### config.mk
export PLATFORM = sky130hd
export DESIGN_NAME = axi_mem_bridge
export DESIGN_NICKNAME = d
export VERILOG_FILES = /design/src/logic/axi_mem_pkg.sv /design/src/logic/mem_beat_if.sv /design/src/logic/sync_fifo.sv /design/src/logic/burst_walker.sv /design/src/logic/beat_arbiter.sv /design/src/logic/resp_router.sv /design/src/logic/axi_mem_bridge.sv
export VERILOG_INCLUDE_DIRS = /design/src /design/src/include
export SDC_FILE = /design/constraint.sdc
export NUM_CORES = 1
export LEC_CHECK = 0
export BUFFER_PORTS_ARGS = -buffer_cell sky130_fd_sc_hd__buf_2
export CORE_ASPECT_RATIO = 2
export CORE_MARGIN = 1.5
export CORE_UTILIZATION = 54
export CTS_BUF_LIST = sky130_fd_sc_hd__clkbuf_8
export CTS_CLUSTER_SIZE = 14
export DETAILED_ROUTE_END_ITERATION = 16
export PLACE_DENSITY = 0.81
export SYNTH_ARGS = -nofsm -noshare
export SYNTH_HDL_FRONTEND = slang
export SYNTH_SLANG_ARGS = --single-unit
### constraint.sdc
create_clock -name clk_i -period 5.6 [get_ports clk_i]
set_input_delay 0.56 -clock clk_i [delete_from_list [all_inputs] [get_ports clk_i]]
set_output_delay 0.56 -clock clk_i [all_outputs]
set_load 0.005 [all_outputs]
### src/include/axi_mem_cfg.svh
// Bridge widths and depths; every beat is full bus width and all addresses are word aligned.
`ifndef AXI_MEM_CFG_SVH
`define AXI_MEM_CFG_SVH

// Byte address width of the AXI side and of the memory port.
`define AXM_ADDR_W 16

// Data bus width in bits.
// Must be a multiple of 8, one strobe bit per byte.
`define AXM_DATA_W 32

// Transaction ID width, shared by AR, AW, R and B.
`define AXM_ID_W 4

// Burst length field width.
// The field holds beats minus one, so 8 bits give up to 256 beats.
`define AXM_LEN_W 8

// Memory accesses in flight plus buffered replies.
// Should cover the memory read latency for full throughput.
`define AXM_BUF_DEPTH 2

`endif

### src/logic/axi_mem_pkg.sv
// Shared bridge types; widths are taken from the cfg header, response codes follow AXI.
`include "axi_mem_cfg.svh"

package axi_mem_pkg;

  // Byte address on the AXI side and at the memory port.
  typedef logic [`AXM_ADDR_W-1:0] addr_t;

  // One full-width data word.
  typedef logic [`AXM_DATA_W-1:0] data_t;

  // Byte enables, one per byte lane.
  typedef logic [`AXM_DATA_W/8-1:0] strb_t;

  // Transaction ID.
  typedef logic [`AXM_ID_W-1:0] id_t;

  // Burst length as beats minus one.
  typedef logic [`AXM_LEN_W-1:0] len_t;

  // R and B response codes.
  // Only OKAY and SLVERR are ever returned.
  typedef enum logic [1:0] {
    RESP_OKAY   = 2'b00,
    RESP_SLVERR = 2'b10
  } resp_t;

  // Per-access record kept while the memory works on it.
  typedef struct packed {
    id_t  id;
    logic last;
    logic write;
  } beat_meta_t;

  // One memory reply with its error flag.
  typedef struct packed {
    data_t data;
    logic  err;
  } mem_rsp_t;

endpackage

### src/logic/mem_beat_if.sv
// One memory beat with valid/ready; payload must hold while valid is high and ready low.
`timescale 1ns/1ps

interface mem_beat_if
  import axi_mem_pkg::*;
();

  // Handshake pair.
  logic  valid;
  logic  ready;

  // Beat payload.
  // The walker fills wdata and strb only for writes.
  addr_t addr;
  data_t wdata;
  strb_t strb;
  logic  we;
  id_t   id;
  logic  last;

  // Producer side.
  modport src (output valid, addr, wdata, strb, we, id, last, input ready);

  // Consumer side.
  modport dst (input valid, addr, wdata, strb, we, id, last, output ready);

endinterface

### src/logic/sync_fifo.sv
// Fall-through FIFO; empty_o low already in the push cycle, pushes while full are dropped.
`timescale 1ns/1ps

module sync_fifo #(
  parameter type         T     = logic,
  parameter int unsigned DEPTH = 2
) (
  input  logic clk_i,
  input  logic arst_n_i,
  input  logic push_i,
  input  T     data_i,
  output logic full_o,
  input  logic pop_i,
  output T     data_o,
  output logic empty_o
);

  localparam int unsigned PTR_W = (DEPTH > 1) ? $clog2(DEPTH) : 1;

  T                 mem_q [DEPTH];
  logic [PTR_W-1:0] rd_ptr_q;
  logic [PTR_W-1:0] wr_ptr_q;
  logic [PTR_W:0]   cnt_q;
  logic             stored_none;
  logic             do_push;
  logic             do_pop;

  assign stored_none = (cnt_q == '0);
  assign full_o      = (cnt_q == (PTR_W + 1)'(DEPTH));
  // Input shows through while nothing is stored.
  assign empty_o     = stored_none && !push_i;
  assign data_o      = stored_none ? data_i : mem_q[rd_ptr_q];

  // A word that falls straight through is never written.
  assign do_push = push_i && !full_o && !(stored_none && pop_i);
  assign do_pop  = pop_i && !stored_none;

  always_ff @(posedge clk_i or negedge arst_n_i) begin
    if (!arst_n_i) begin
      rd_ptr_q <= '0;
      wr_ptr_q <= '0;
      cnt_q    <= '0;
    end else begin
      if (do_push) begin
        wr_ptr_q <= (wr_ptr_q == PTR_W'(DEPTH - 1)) ? '0 : wr_ptr_q + PTR_W'(1);
      end
      if (do_pop) begin
        rd_ptr_q <= (rd_ptr_q == PTR_W'(DEPTH - 1)) ? '0 : rd_ptr_q + PTR_W'(1);
      end
      cnt_q <= cnt_q + (PTR_W + 1)'(do_push) - (PTR_W + 1)'(do_pop);
    end
  end

  // Storage.
  always_ff @(posedge clk_i) begin
    if (do_push) begin
      mem_q[wr_ptr_q] <= data_i;
    end
  end

endmodule

### src/logic/burst_walker.sv
// INCR bursts only; the first beat leaves in the request cycle, a write beat waits on W data.
`timescale 1ns/1ps
`include "axi_mem_cfg.svh"

module burst_walker
  import axi_mem_pkg::*;
#(
  parameter bit IS_WRITE = 1'b0
) (
  input  logic  clk_i,
  input  logic  arst_n_i,
  input  logic  req_valid_i,
  output logic  req_ready_o,
  input  addr_t req_addr_i,
  input  id_t   req_id_i,
  input  len_t  req_len_i,
  input  logic  w_valid_i,
  output logic  w_ready_o,
  input  data_t w_data_i,
  input  strb_t w_strb_i,
  output logic  busy_o,
  mem_beat_if.src beat
);

  // Addresses advance one word per beat and start on a word boundary.
  localparam addr_t WORD_INC   = addr_t'(`AXM_DATA_W / 8);
  localparam addr_t ALIGN_MASK = ~addr_t'(`AXM_DATA_W / 8 - 1);

  // Beats still to come after the one already issued.
  len_t  cnt_q;
  // Address of the next beat in the burst.
  addr_t addr_q;
  id_t   id_q;
  logic  fire;

  assign busy_o = (cnt_q != '0);

  // Write beats only exist while W data is present.
  assign beat.valid = (busy_o || req_valid_i) && (!IS_WRITE || w_valid_i);
  assign beat.addr  = busy_o ? addr_q : (req_addr_i & ALIGN_MASK);
  assign beat.id    = busy_o ? id_q : req_id_i;
  assign beat.last  = busy_o ? (cnt_q == len_t'(1)) : (req_len_i == '0);
  assign beat.we    = IS_WRITE;
  assign beat.wdata = w_data_i;
  assign beat.strb  = IS_WRITE ? w_strb_i : '0;

  assign fire = beat.valid && beat.ready;

  // Address channel handshake only on the first beat.
  assign req_ready_o = fire && !busy_o;
  assign w_ready_o   = IS_WRITE && fire;

  // Remaining-beat counter.
  always_ff @(posedge clk_i or negedge arst_n_i) begin
    if (!arst_n_i) begin
      cnt_q <= '0;
    end else if (fire) begin
      cnt_q <= busy_o ? cnt_q - len_t'(1) : req_len_i;
    end
  end

  // Next address and ID of the running burst.
  always_ff @(posedge clk_i) begin
    if (fire) begin
      addr_q <= beat.addr + WORD_INC;
      if (!busy_o) begin
        id_q <= req_id_i;
      end
    end
  end

endmodule

### src/logic/beat_arbiter.sv
// Read/write beat arbiter; the choice is combinational and held while the output stalls.
`timescale 1ns/1ps

module beat_arbiter
  import axi_mem_pkg::*;
(
  input  logic clk_i,
  input  logic arst_n_i,
  mem_beat_if.dst rd_beat,
  mem_beat_if.dst wr_beat,
  input  logic rd_busy_i,
  input  logic wr_busy_i,
  mem_beat_if.src sel_beat
);

  // Selection, 1 picks the write side.
  logic sel_d;
  logic sel_q;
  // Set while a presented beat waits for ready.
  logic lock_d;
  logic lock_q;

  always_comb begin
    sel_d = sel_q;
    if (lock_q) begin
      // Keep the stalled beat on the output.
      sel_d = sel_q;
    end else if (rd_beat.valid ^ wr_beat.valid) begin
      // Only one side wants the port.
      sel_d = wr_beat.valid;
    end else if (rd_beat.valid && wr_beat.valid) begin
      if (wr_beat.last && !rd_beat.last) begin
        // Single-beat write beats a read burst.
        sel_d = 1'b1;
      end else if (wr_busy_i) begin
        // Running write burst goes first.
        sel_d = 1'b1;
      end else if (rd_busy_i) begin
        // Then a running read burst.
        sel_d = 1'b0;
      end else begin
        // Round robin against starvation.
        sel_d = ~sel_q;
      end
    end
  end

  // Output mux.
  assign sel_beat.valid = sel_d ? wr_beat.valid : rd_beat.valid;
  assign sel_beat.addr  = sel_d ? wr_beat.addr  : rd_beat.addr;
  assign sel_beat.wdata = sel_d ? wr_beat.wdata : rd_beat.wdata;
  assign sel_beat.strb  = sel_d ? wr_beat.strb  : rd_beat.strb;
  assign sel_beat.we    = sel_d ? wr_beat.we    : rd_beat.we;
  assign sel_beat.id    = sel_d ? wr_beat.id    : rd_beat.id;
  assign sel_beat.last  = sel_d ? wr_beat.last  : rd_beat.last;

  // Ready goes back to the chosen side only.
  assign rd_beat.ready = !sel_d && sel_beat.ready;
  assign wr_beat.ready = sel_d && sel_beat.ready;

  // Lock until the waiting beat is taken.
  assign lock_d = sel_beat.valid && !sel_beat.ready;

  always_ff @(posedge clk_i or negedge arst_n_i) begin
    if (!arst_n_i) begin
      sel_q  <= 1'b0;
      lock_q <= 1'b0;
    end else begin
      sel_q  <= sel_d;
      lock_q <= lock_d;
    end
  end

endmodule

### src/logic/resp_router.sv
// Memory issue and reply routing; the memory must answer every granted access once, in order.
`timescale 1ns/1ps
`include "axi_mem_cfg.svh"

module resp_router
  import axi_mem_pkg::*;
(
  input  logic  clk_i,
  input  logic  arst_n_i,
  mem_beat_if.dst sel_beat,
  output logic  mem_req_o,
  input  logic  mem_gnt_i,
  output addr_t mem_addr_o,
  output data_t mem_wdata_o,
  output strb_t mem_strb_o,
  output logic  mem_we_o,
  input  logic  mem_rvalid_i,
  input  data_t mem_rdata_i,
  input  logic  mem_err_i,
  output logic  r_valid_o,
  input  logic  r_ready_i,
  output data_t r_data_o,
  output id_t   r_id_o,
  output resp_t r_resp_o,
  output logic  r_last_o,
  output logic  b_valid_o,
  input  logic  b_ready_i,
  output id_t   b_id_o,
  output resp_t b_resp_o
);

  localparam int unsigned CRED_W = $clog2(`AXM_BUF_DEPTH + 1);

  // Accesses in flight plus replies not yet delivered.
  logic [CRED_W-1:0] used_q;
  logic              credit_ok;
  logic              issue;
  beat_meta_t        meta_in;
  beat_meta_t        meta_head;
  logic              meta_empty;
  logic              meta_full;
  mem_rsp_t          rsp_in;
  mem_rsp_t          rsp_head;
  logic              rsp_empty;
  logic              both;
  logic              resp_pop;

  // Issue side.
  assign credit_ok      = (used_q < CRED_W'(`AXM_BUF_DEPTH)) && !meta_full;
  assign mem_req_o      = sel_beat.valid && credit_ok;
  assign sel_beat.ready = credit_ok && mem_gnt_i;
  assign issue          = mem_req_o && mem_gnt_i;
  assign mem_addr_o     = sel_beat.addr;
  assign mem_wdata_o    = sel_beat.wdata;
  assign mem_strb_o     = sel_beat.strb;
  assign mem_we_o       = sel_beat.we;

  assign meta_in = '{id: sel_beat.id, last: sel_beat.last, write: sel_beat.we};
  assign rsp_in  = '{data: mem_rdata_i, err: mem_err_i};

  // Remembers who asked, one entry per granted access.
  sync_fifo #(.T(beat_meta_t), .DEPTH(`AXM_BUF_DEPTH)) u_meta_fifo (
    .clk_i    (clk_i),
    .arst_n_i (arst_n_i),
    .push_i   (issue),
    .data_i   (meta_in),
    .full_o   (meta_full),
    .pop_i    (resp_pop),
    .data_o   (meta_head),
    .empty_o  (meta_empty)
  );

  // Holds replies while R or B is stalled.
  sync_fifo #(.T(mem_rsp_t), .DEPTH(`AXM_BUF_DEPTH)) u_data_fifo (
    .clk_i    (clk_i),
    .arst_n_i (arst_n_i),
    .push_i   (mem_rvalid_i),
    .data_i   (rsp_in),
    .full_o   (),
    .pop_i    (resp_pop),
    .data_o   (rsp_head),
    .empty_o  (rsp_empty)
  );

  // Route the joined heads.
  // Non-last write beats leave without a response.
  assign both      = !meta_empty && !rsp_empty;
  assign r_valid_o = both && !meta_head.write;
  assign b_valid_o = both && meta_head.write && meta_head.last;
  assign resp_pop  = both && (r_valid_o ? r_ready_i : (b_valid_o ? b_ready_i : 1'b1));

  assign r_data_o = rsp_head.data;
  assign r_id_o   = meta_head.id;
  assign r_last_o = meta_head.last;
  assign r_resp_o = rsp_head.err ? RESP_SLVERR : RESP_OKAY;
  assign b_id_o   = meta_head.id;
  assign b_resp_o = rsp_head.err ? RESP_SLVERR : RESP_OKAY;

  // Credit returns only when the response leaves.
  always_ff @(posedge clk_i or negedge arst_n_i) begin
    if (!arst_n_i) begin
      used_q <= '0;
    end else begin
      used_q <= used_q + CRED_W'(issue) - CRED_W'(resp_pop);
    end
  end

endmodule

### src/logic/axi_mem_bridge.sv
// AXI-style burst slave onto one in-order memory port; INCR, full-width beats, no narrow.
`timescale 1ns/1ps

module axi_mem_bridge
  import axi_mem_pkg::*;
(
  input  logic  clk_i,
  input  logic  arst_n_i,
  // Read address channel.
  input  logic  ar_valid_i,
  output logic  ar_ready_o,
  input  addr_t ar_addr_i,
  input  id_t   ar_id_i,
  input  len_t  ar_len_i,
  // Write address channel.
  input  logic  aw_valid_i,
  output logic  aw_ready_o,
  input  addr_t aw_addr_i,
  input  id_t   aw_id_i,
  input  len_t  aw_len_i,
  // Write data channel.
  input  logic  w_valid_i,
  output logic  w_ready_o,
  input  data_t w_data_i,
  input  strb_t w_strb_i,
  // Read response channel.
  output logic  r_valid_o,
  input  logic  r_ready_i,
  output data_t r_data_o,
  output id_t   r_id_o,
  output resp_t r_resp_o,
  output logic  r_last_o,
  // Write response channel.
  output logic  b_valid_o,
  input  logic  b_ready_i,
  output id_t   b_id_o,
  output resp_t b_resp_o,
  // Memory port.
  output logic  mem_req_o,
  input  logic  mem_gnt_i,
  output addr_t mem_addr_o,
  output data_t mem_wdata_o,
  output strb_t mem_strb_o,
  output logic  mem_we_o,
  input  logic  mem_rvalid_i,
  input  data_t mem_rdata_i,
  input  logic  mem_err_i
);

  // Beat streams between the stages.
  mem_beat_if rd_beat ();
  mem_beat_if wr_beat ();
  mem_beat_if sel_beat ();

  logic rd_busy;
  logic wr_busy;

  // Read walker has no W channel.
  burst_walker #(.IS_WRITE(1'b0)) u_rd_walker (
    .clk_i       (clk_i),
    .arst_n_i    (arst_n_i),
    .req_valid_i (ar_valid_i),
    .req_ready_o (ar_ready_o),
    .req_addr_i  (ar_addr_i),
    .req_id_i    (ar_id_i),
    .req_len_i   (ar_len_i),
    .w_valid_i   (1'b0),
    .w_ready_o   (),
    .w_data_i    ('0),
    .w_strb_i    ('0),
    .busy_o      (rd_busy),
    .beat        (rd_beat)
  );

  burst_walker #(.IS_WRITE(1'b1)) u_wr_walker (
    .clk_i       (clk_i),
    .arst_n_i    (arst_n_i),
    .req_valid_i (aw_valid_i),
    .req_ready_o (aw_ready_o),
    .req_addr_i  (aw_addr_i),
    .req_id_i    (aw_id_i),
    .req_len_i   (aw_len_i),
    .w_valid_i   (w_valid_i),
    .w_ready_o   (w_ready_o),
    .w_data_i    (w_data_i),
    .w_strb_i    (w_strb_i),
    .busy_o      (wr_busy),
    .beat        (wr_beat)
  );

  beat_arbiter u_arb (
    .clk_i     (clk_i),
    .arst_n_i  (arst_n_i),
    .rd_beat   (rd_beat),
    .wr_beat   (wr_beat),
    .rd_busy_i (rd_busy),
    .wr_busy_i (wr_busy),
    .sel_beat  (sel_beat)
  );

  resp_router u_router (
    .clk_i        (clk_i),
    .arst_n_i     (arst_n_i),
    .sel_beat     (sel_beat),
    .mem_req_o    (mem_req_o),
    .mem_gnt_i    (mem_gnt_i),
    .mem_addr_o   (mem_addr_o),
    .mem_wdata_o  (mem_wdata_o),
    .mem_strb_o   (mem_strb_o),
    .mem_we_o     (mem_we_o),
    .mem_rvalid_i (mem_rvalid_i),
    .mem_rdata_i  (mem_rdata_i),
    .mem_err_i    (mem_err_i),
    .r_valid_o    (r_valid_o),
    .r_ready_i    (r_ready_i),
    .r_data_o     (r_data_o),
    .r_id_o       (r_id_o),
    .r_resp_o     (r_resp_o),
    .r_last_o     (r_last_o),
    .b_valid_o    (b_valid_o),
    .b_ready_i    (b_ready_i),
    .b_id_o       (b_id_o),
    .b_resp_o     (b_resp_o)
  );

endmodule

---- Word-level counts from Yosys, hierarchy flattened ----
Memory sizes are Yosys's and may differ from the RTL's.
Cells that the tools add are included.
word-level totals
  input bits .............................. 134
  flip-flop bits (word level) ............. 68
  word-level logic and storage cells ...... 125
  memories kept ........................... 2
  output and inout port bits .............. 104
  RAM bits ................................ 78
memories
  memory                      words  width  read ports  clocked after memory_dff  write ports  line             source
  u_router.u_data_fifo.mem_q  2      33     1           0                         1            sync_fifo.sv:20  T mem_q [DEPTH];
  u_router.u_meta_fifo.mem_q  2      6      1           0                         1            sync_fifo.sv:20
cells by class
  add/subtract/negate cells ............... 14
  bitwise logic cells ..................... 2
  reductions and logical operators ........ 53
  order comparisons ....................... 1
  multiplexer cells ....................... 34
  eq/ne operators ......................... 4
operators with widths
  cell                                                                 number
  16-bit two-way mux                                                   3
  33-bit two-way mux                                                   1
  16-bit by 3-bit adder with 16-bit output (second input constant)     2
  32-bit two-way mux                                                   1
  1-bit logical AND                                                    29
  1-bit two-way mux                                                    21
  8-bit by 1-bit == test with 1-bit output (second input constant)     2
  1-bit zero test                                                      16
  8-bit zero test                                                      2
  4-bit two-way mux                                                    4
  8-bit two-way mux                                                    2
  8-bit nonzero test                                                   2
  8-bit by 1-bit subtractor with 8-bit output (second input constant)  2
  2-bit by 1-bit adder with 2-bit output                               3
  6-bit two-way mux                                                    1
  2-bit by 1-bit subtractor with 2-bit output                          3
  1-bit adder (second input constant)                                  4
  2-bit == test (second input constant)                                2
  2-bit zero test                                                      2
  1-bit logical OR                                                     2
  2-bit < comparator (second input constant)                           1
  2-bit two-way mux                                                    1
  1-bit inverter                                                       1
  1-bit bitwise XOR                                                    1

---- Logic depth before layout (Yosys ltp) ----
  word-level depth ........................ 25
  depth in mapped cells ................... 16
  depth with buffers taken out ............ 15

---- By module ----
From an unflattened synthesis, not the netlist that was laid out.
second synthesis, totals
  cells, all modules ...................... 902
  area total of the unflattened synthesis .. 9992.1 um^2
modules (own cells, without submodules)
  module                             area each (um^2)  instances  sequential area each (um^2)  cells an instance
  sync_fifo at u_router.u_data_fifo  3007.9            1          2082.0                       204
  burst_walker at u_rd_walker        2222.1            1          800.8                        255
  burst_walker at u_wr_walker        2210.9            1          800.8                        225
  beat_arbiter                       1169.9            1          50.0                         82
  sync_fifo at u_router.u_meta_fifo  758.2             1          460.4                        57
  resp_router                        619.3             1          50.0                         78
  axi_mem_bridge                     3.8               1          0.0                          1

---- Least setup slack after synthesis ----
OpenSTA, ideal clock, no wires.
  path type ............................... reg2reg
  start ................................... reg u_rd_walker.cnt_q[0]
  end ..................................... mem u_router.u_data_fifo.mem_q[0][0] (netlist name) (enable)
  clock period less this slack ............ 4096 ps
  data required time ...................... 5177 ps
  cell stages (with the launch flop) ...... 12
  arrival time ............................ 3673 ps
  buffers on the path ..................... 1
  library setup time ...................... 423 ps
  path slack .............................. 1504 ps
  cell sequence ........................... dfrtp_1 -> inv_1 -> ha_1 -> or3b_1 -> clkbuf_1 -> o31ai_2 -> a211oi_1 -> a211oi_1 -> nand2b_1 -> o2111ai_1 -> nand2_1 -> nor2_1
on the way
  word-level cells in the longest chain between the ends .. 25
  elaborated cells on any way between the ends .. 36
  those cells by class .................... 1 x eq/ne; 15 x mux; 1 x bitwise; 19 x reduce/logical
RTL lines
  what                                                                                   line                                    source
  start: declaration                                                                     burst_walker.sv:30                      len_t cnt_q;
  start signal: assignment                                                               burst_walker.sv:58                      cnt_q <= busy_o ? cnt_q - len_t'(1) : req_len_i;
  8-bit by 1-bit == test with 1-bit output / 8-bit nonzero test (equally long branches)  burst_walker.sv:42, burst_walker.sv:36
  1-bit two-way mux                                                                      burst_walker.sv:42                      assign beat.last = busy_o ? (cnt_q == len_t'(1)) : (req_len_i == '0);
  1-bit zero test                                                                        beat_arbiter.sv:32                      if (wr_beat.last && !rd_beat.last) begin
  1-bit logical AND                                                                      beat_arbiter.sv:32
  1-bit two-way mux                                                                      beat_arbiter.sv:32
  1-bit two-way mux                                                                      beat_arbiter.sv:31                      end else if (rd_beat.valid && wr_beat.valid) begin
  1-bit two-way mux                                                                      beat_arbiter.sv:28                      end else if (rd_beat.valid ^ wr_beat.valid) begin
  1-bit two-way mux                                                                      beat_arbiter.sv:25                      if (lock_q) begin
  [... 7 more ...]                                                                       --
  1-bit logical AND (2 in a row)                                                         resp_router.sv:89                       assign b_valid_o = both && meta_head.write && meta_head.last;
  1-bit two-way mux (2 in a row)                                                         resp_router.sv:90                       assign resp_pop = both && (r_valid_o ? r_ready_i : (b_valid_o ? b_ready_i : 1'b1));
  1-bit logical AND (*)                                                                  resp_router.sv:90
  1-bit logical AND (*)                                                                  sync_fifo.sv:35                         assign do_push = push_i && !full_o && !(stored_none && pop_i);
  1-bit zero test (*)                                                                    sync_fifo.sv:35
  1-bit logical AND (*)                                                                  sync_fifo.sv:35
  1-bit two-way mux (*)                                                                  sync_fifo.sv:56                         if (do_push) begin
  1-bit two-way mux (not written as such) (*)                                            sync_fifo.sv:57                         mem_q[wr_ptr_q] <= data_i;
  end: declaration                                                                       sync_fifo.sv:20
Mark *: on every way between the ends. The rest lies on a longest branch, timed or not.

---- Worst setup path in the final report ----
  start ................................... reg u_rd_walker.cnt_q[1]
  end ..................................... out mem_addr_o[0]
on the way
  word-level cells in the longest chain between the ends .. 9
  elaborated cells on any way between the ends .. 16
  those cells by class .................... 1 x eq/ne; 9 x mux; 1 x bitwise; 5 x reduce/logical
RTL lines
  what                                                                                   line                                    source
  8-bit by 1-bit == test with 1-bit output / 8-bit nonzero test (equally long branches)  burst_walker.sv:42, burst_walker.sv:36
  1-bit two-way mux                                                                      burst_walker.sv:42
  1-bit zero test                                                                        beat_arbiter.sv:32
  1-bit logical AND                                                                      beat_arbiter.sv:32
  1-bit two-way mux                                                                      beat_arbiter.sv:32
  1-bit two-way mux                                                                      beat_arbiter.sv:31
  1-bit two-way mux                                                                      beat_arbiter.sv:28
  1-bit two-way mux                                                                      beat_arbiter.sv:25
  16-bit two-way mux (*)                                                                 beat_arbiter.sv:50                      assign sel_beat.addr = sel_d ? wr_beat.addr : rd_beat.addr;
  end: declaration                                                                       axi_mem_bridge.sv:41                    output addr_t mem_addr_o,
Marked as above.

==> reports/qor.yml <==
cap_violations: 0
critPathLaunchType: "register"
max_freq_mhz: 223.2
cts_hold_buf: 0
seq_power_share: 0.376
design.core.area_mm2: 0.01435
route.detailed.drc: 0
pwr-share-comb: 0.457
met2_usage: 0.4485
dieWidth_um: 88.52
grt.met3_usage: 0.06315
synthTopCellsByArea: "edfxtp_1 45%, dfrtp_1 8.9%, mux2i_1 8.5%, a21oi_1 3.6%, and2_1 3.4%"
setup_viol: 0
r2r_end: "u_router.u_data_fifo.mem_q[0][25]"
dpl_worst_slack_ns: 1.542
postLayoutCoreUtil: 0.6663
slowest_stage: "a21oi_4"
worst-path-max-fanout: 36
grtUsageMet1: 0.2601
hpwlAfterDp_mm: 14.05
gp_congestion: 0.8706
critical_path_arrival_ns: 3.92
placed_cell_area_mm2: 0.009175
gr-total-overflow: 0
yosys_warnings: 0
antenna_found_initial: 0
critPathBufInv: 3
clk_pin_slew_worst_paths_ns: 0.09
r2r_start: "u_rd_walker.cnt_q[1]"
synthFlopType: "edfxtp_1"
fin_nets: 1085
diodes: 0
cts_setup_buffers: 0
synth_seq_cells: 146
critPathMaxStageDelay_ns: 0.75
synth_top_area_cell: "edfxtp_1"
grt_pass1_wl_mm: 28.67
grt_pass1_vias: 5981
dr.pass1.iters: 5
hold_viol: 0
cts-buffers-inserted: 17
hold_class: "input port to asynchronous set/reset pin"
wire_per_inst_um: 16.18
cts.repair.resized: 0
crit_chain: "inv_1, ha_1, or3b_1, nor2_2, a211oi_2, a21oi_4, buf_4, mux2_1, buf_2"
ys_async_sr_fraction: 0.1918
fin_area_mm2: 0.009562
slew_headroom: 0.3312
rows: 62
ctsRootBufferMaster: "clkbuf_8"
clock_latency_ns: 0.44
power.ir.vdd_worst_v: 0.0002417
grt.total_usage: 0.2437
setup_slack_ns: 1.120
grt_setup_unrepaired: "false"
synth-seq-area-share: 0.5374
numPortBuffers: 231
p_clk_frac: 0.167
wl_mm: 18.51
syn_area_mm2: 0.007898
boundaryPins: 238
power.leakage_nw: 4.030
via_per_inst: 5.350
synth_top_area_share: 0.4487
status: "complete, no violations"
switching_share: 0.3916
post_synth_num_cell_types: 63
htreeDepth: 4
crit_path_end_kind: "primary output"
cts_sinks: 146
r2r_slack_ns: 1.53
tns_ns: 0
switchingPower_w: 0.001860
synth_edf_count: 118
vias: 6120
worstMarginPinSlew_ns: 1.003
crit_required_ns: 5.04
crit_type: "register to primary output"
internal_power_w: 0.002890
areaGrowthSynthToFinish_pct: 21.07
die_h_um: 174.0
slew_violations: 0
p_per_area_mw_per_mm2: 496.8
period_share: 0.8000
grt_max_degree: 69
r2r_cells: 11
busiest_layer: "met2"
initial_core_util: 0.5503
drtAntennaViolNets: 0
first_iter_violations: 236
layout-drive-gt1-share: 0.3130
cpLargestDelayFamily: "compound AO/OA/AOI/OAI gates"
cts_tree: "built"
finClkSkew_ns: 0.01287
dieArea_mm2: 0.01540
cts_buffer_depth: 2
avgSynthCellArea_um2: 10.94
syn_inst: 722
period_needed_ns: 4.480
==> state kept, by name (all words and copies together), names as in the netlist, 4 cells and up <==
signal,count
u_rd_walker.cnt_q,8
u_wr_walker.id_q,4
u_rd_walker.id_q,4
u_wr_walker.cnt_q,8
u_rd_walker.addr_q,16
u_router.u_data_fifo.mem_q,66
u_wr_walker.addr_q,16
u_router.u_meta_fifo.mem_q,12
==> power by group through the flow <==
stage | Combinational (W) | Sequential, W | Clock, W
2_1_floorplan | 0.00153 | 0.00170 | 0
3_3_place_gp | 0.00212 | 0.00179 | 0
3_5_place_dp | 0.00218 | 0.00181 | 0
4_1_cts | 0.00219 | 0.00179 | 0.000809
5_1_grt | 0.00242 | 0.00182 | 0.000852
6_report | 0.00217 | 0.00179 | 0.000791
==> cell usage after synthesis, types with 17 or more instances <==
cell type / count
edfxtp_1: 118
nand2_1: 69
mux2i_1: 67
nor2_1: 63
a21oi_1: 57
and2_1: 43
dfrtp_1: 28
o21ai_0: 26
xnor2_1: 25
clkbuf_1: 18
nand3_1: 18
xor2_1: 17
==> stage by stage <==
stage               total power [W]  std cells  hold slack [ns]
floorplan                  0.003232        723           0.2644
global placement           0.003910       1112           0.4703
detailed placement         0.003991       1112           0.4774
CTS                        0.004790       1144           0.1547
global route               0.005095       1144           0.1891
finish                     0.004750       1144           0.1464
==> cell type report <==
cell class                      instances  area, um^2
Clock buffer                           17       234.0
Clock inverter                         15       152.6
Fill cell                            1185        4790
Inverter                               18       72.57
Multi-Input combinational cell        517        3401
Sequential cell                       146        4245
Tap cell                              192       240.2
Timing Repair Buffer                  239        1216
==> kinds of logic after synthesis <==
group                    synth area share
AO/OA/AOI/OAI                     0.09395
XOR/XNOR                          0.04658
adder cells (fa/ha/maj)           0.01901
buffers and inverters             0.03438
flip-flops                         0.5374
multiplexers                       0.1077
other                           0.0004748
AND/OR/NAND/NOR                    0.1605
==> worst max path at each step <==
| stage | startpoint | end | depth (start not counted) |
|---|---|---|---|
| after floorplan | u_rd_walker.cnt_q[0] | u_router.u_data_fifo.mem_q[0][0] | 11 |
| after global placement | u_rd_walker.cnt_q[1] | b_id_o[1] | 10 |
| after detailed placement | u_rd_walker.cnt_q[1] | u_router.u_data_fifo.mem_q[0][22] | 11 |
| after CTS | u_rd_walker.cnt_q[1] | mem_addr_o[0] | 9 |
| after global routing | u_rd_walker.cnt_q[0] | mem_addr_o[0] | 9 |
| final | u_rd_walker.cnt_q[1] | mem_addr_o[0] | 9 |
==> placed cells by master, fill, tap and decap left out, types with 12 or more instances in the layout <==
master / synthesis / final
xnor2_1: 25 / 25
dfrtp_1: 28 / 27
and2_1: 43 / 43
xor2_1: 17 / 17
o21ai_0: 26 / 26
nand2_1: 69 / 68
inv_1: 16 / 16
edfxtp_1: 118 / 118
clkbuf_8: 0 / 17
a21oi_1: 57 / 57
nand3_1: 18 / 18
ha_1: 12 / 12
nor2_1: 63 / 61
buf_2: 6 / 231
mux2i_1: 67 / 67
==> routing by layer <==
layer,vias up,wire length [um]
met5,-,0
met4,0,376
met3,28,1065
met2,192,10120
met1,2878,6952
li1,3022,-
(Power assumes the default switching activity.)
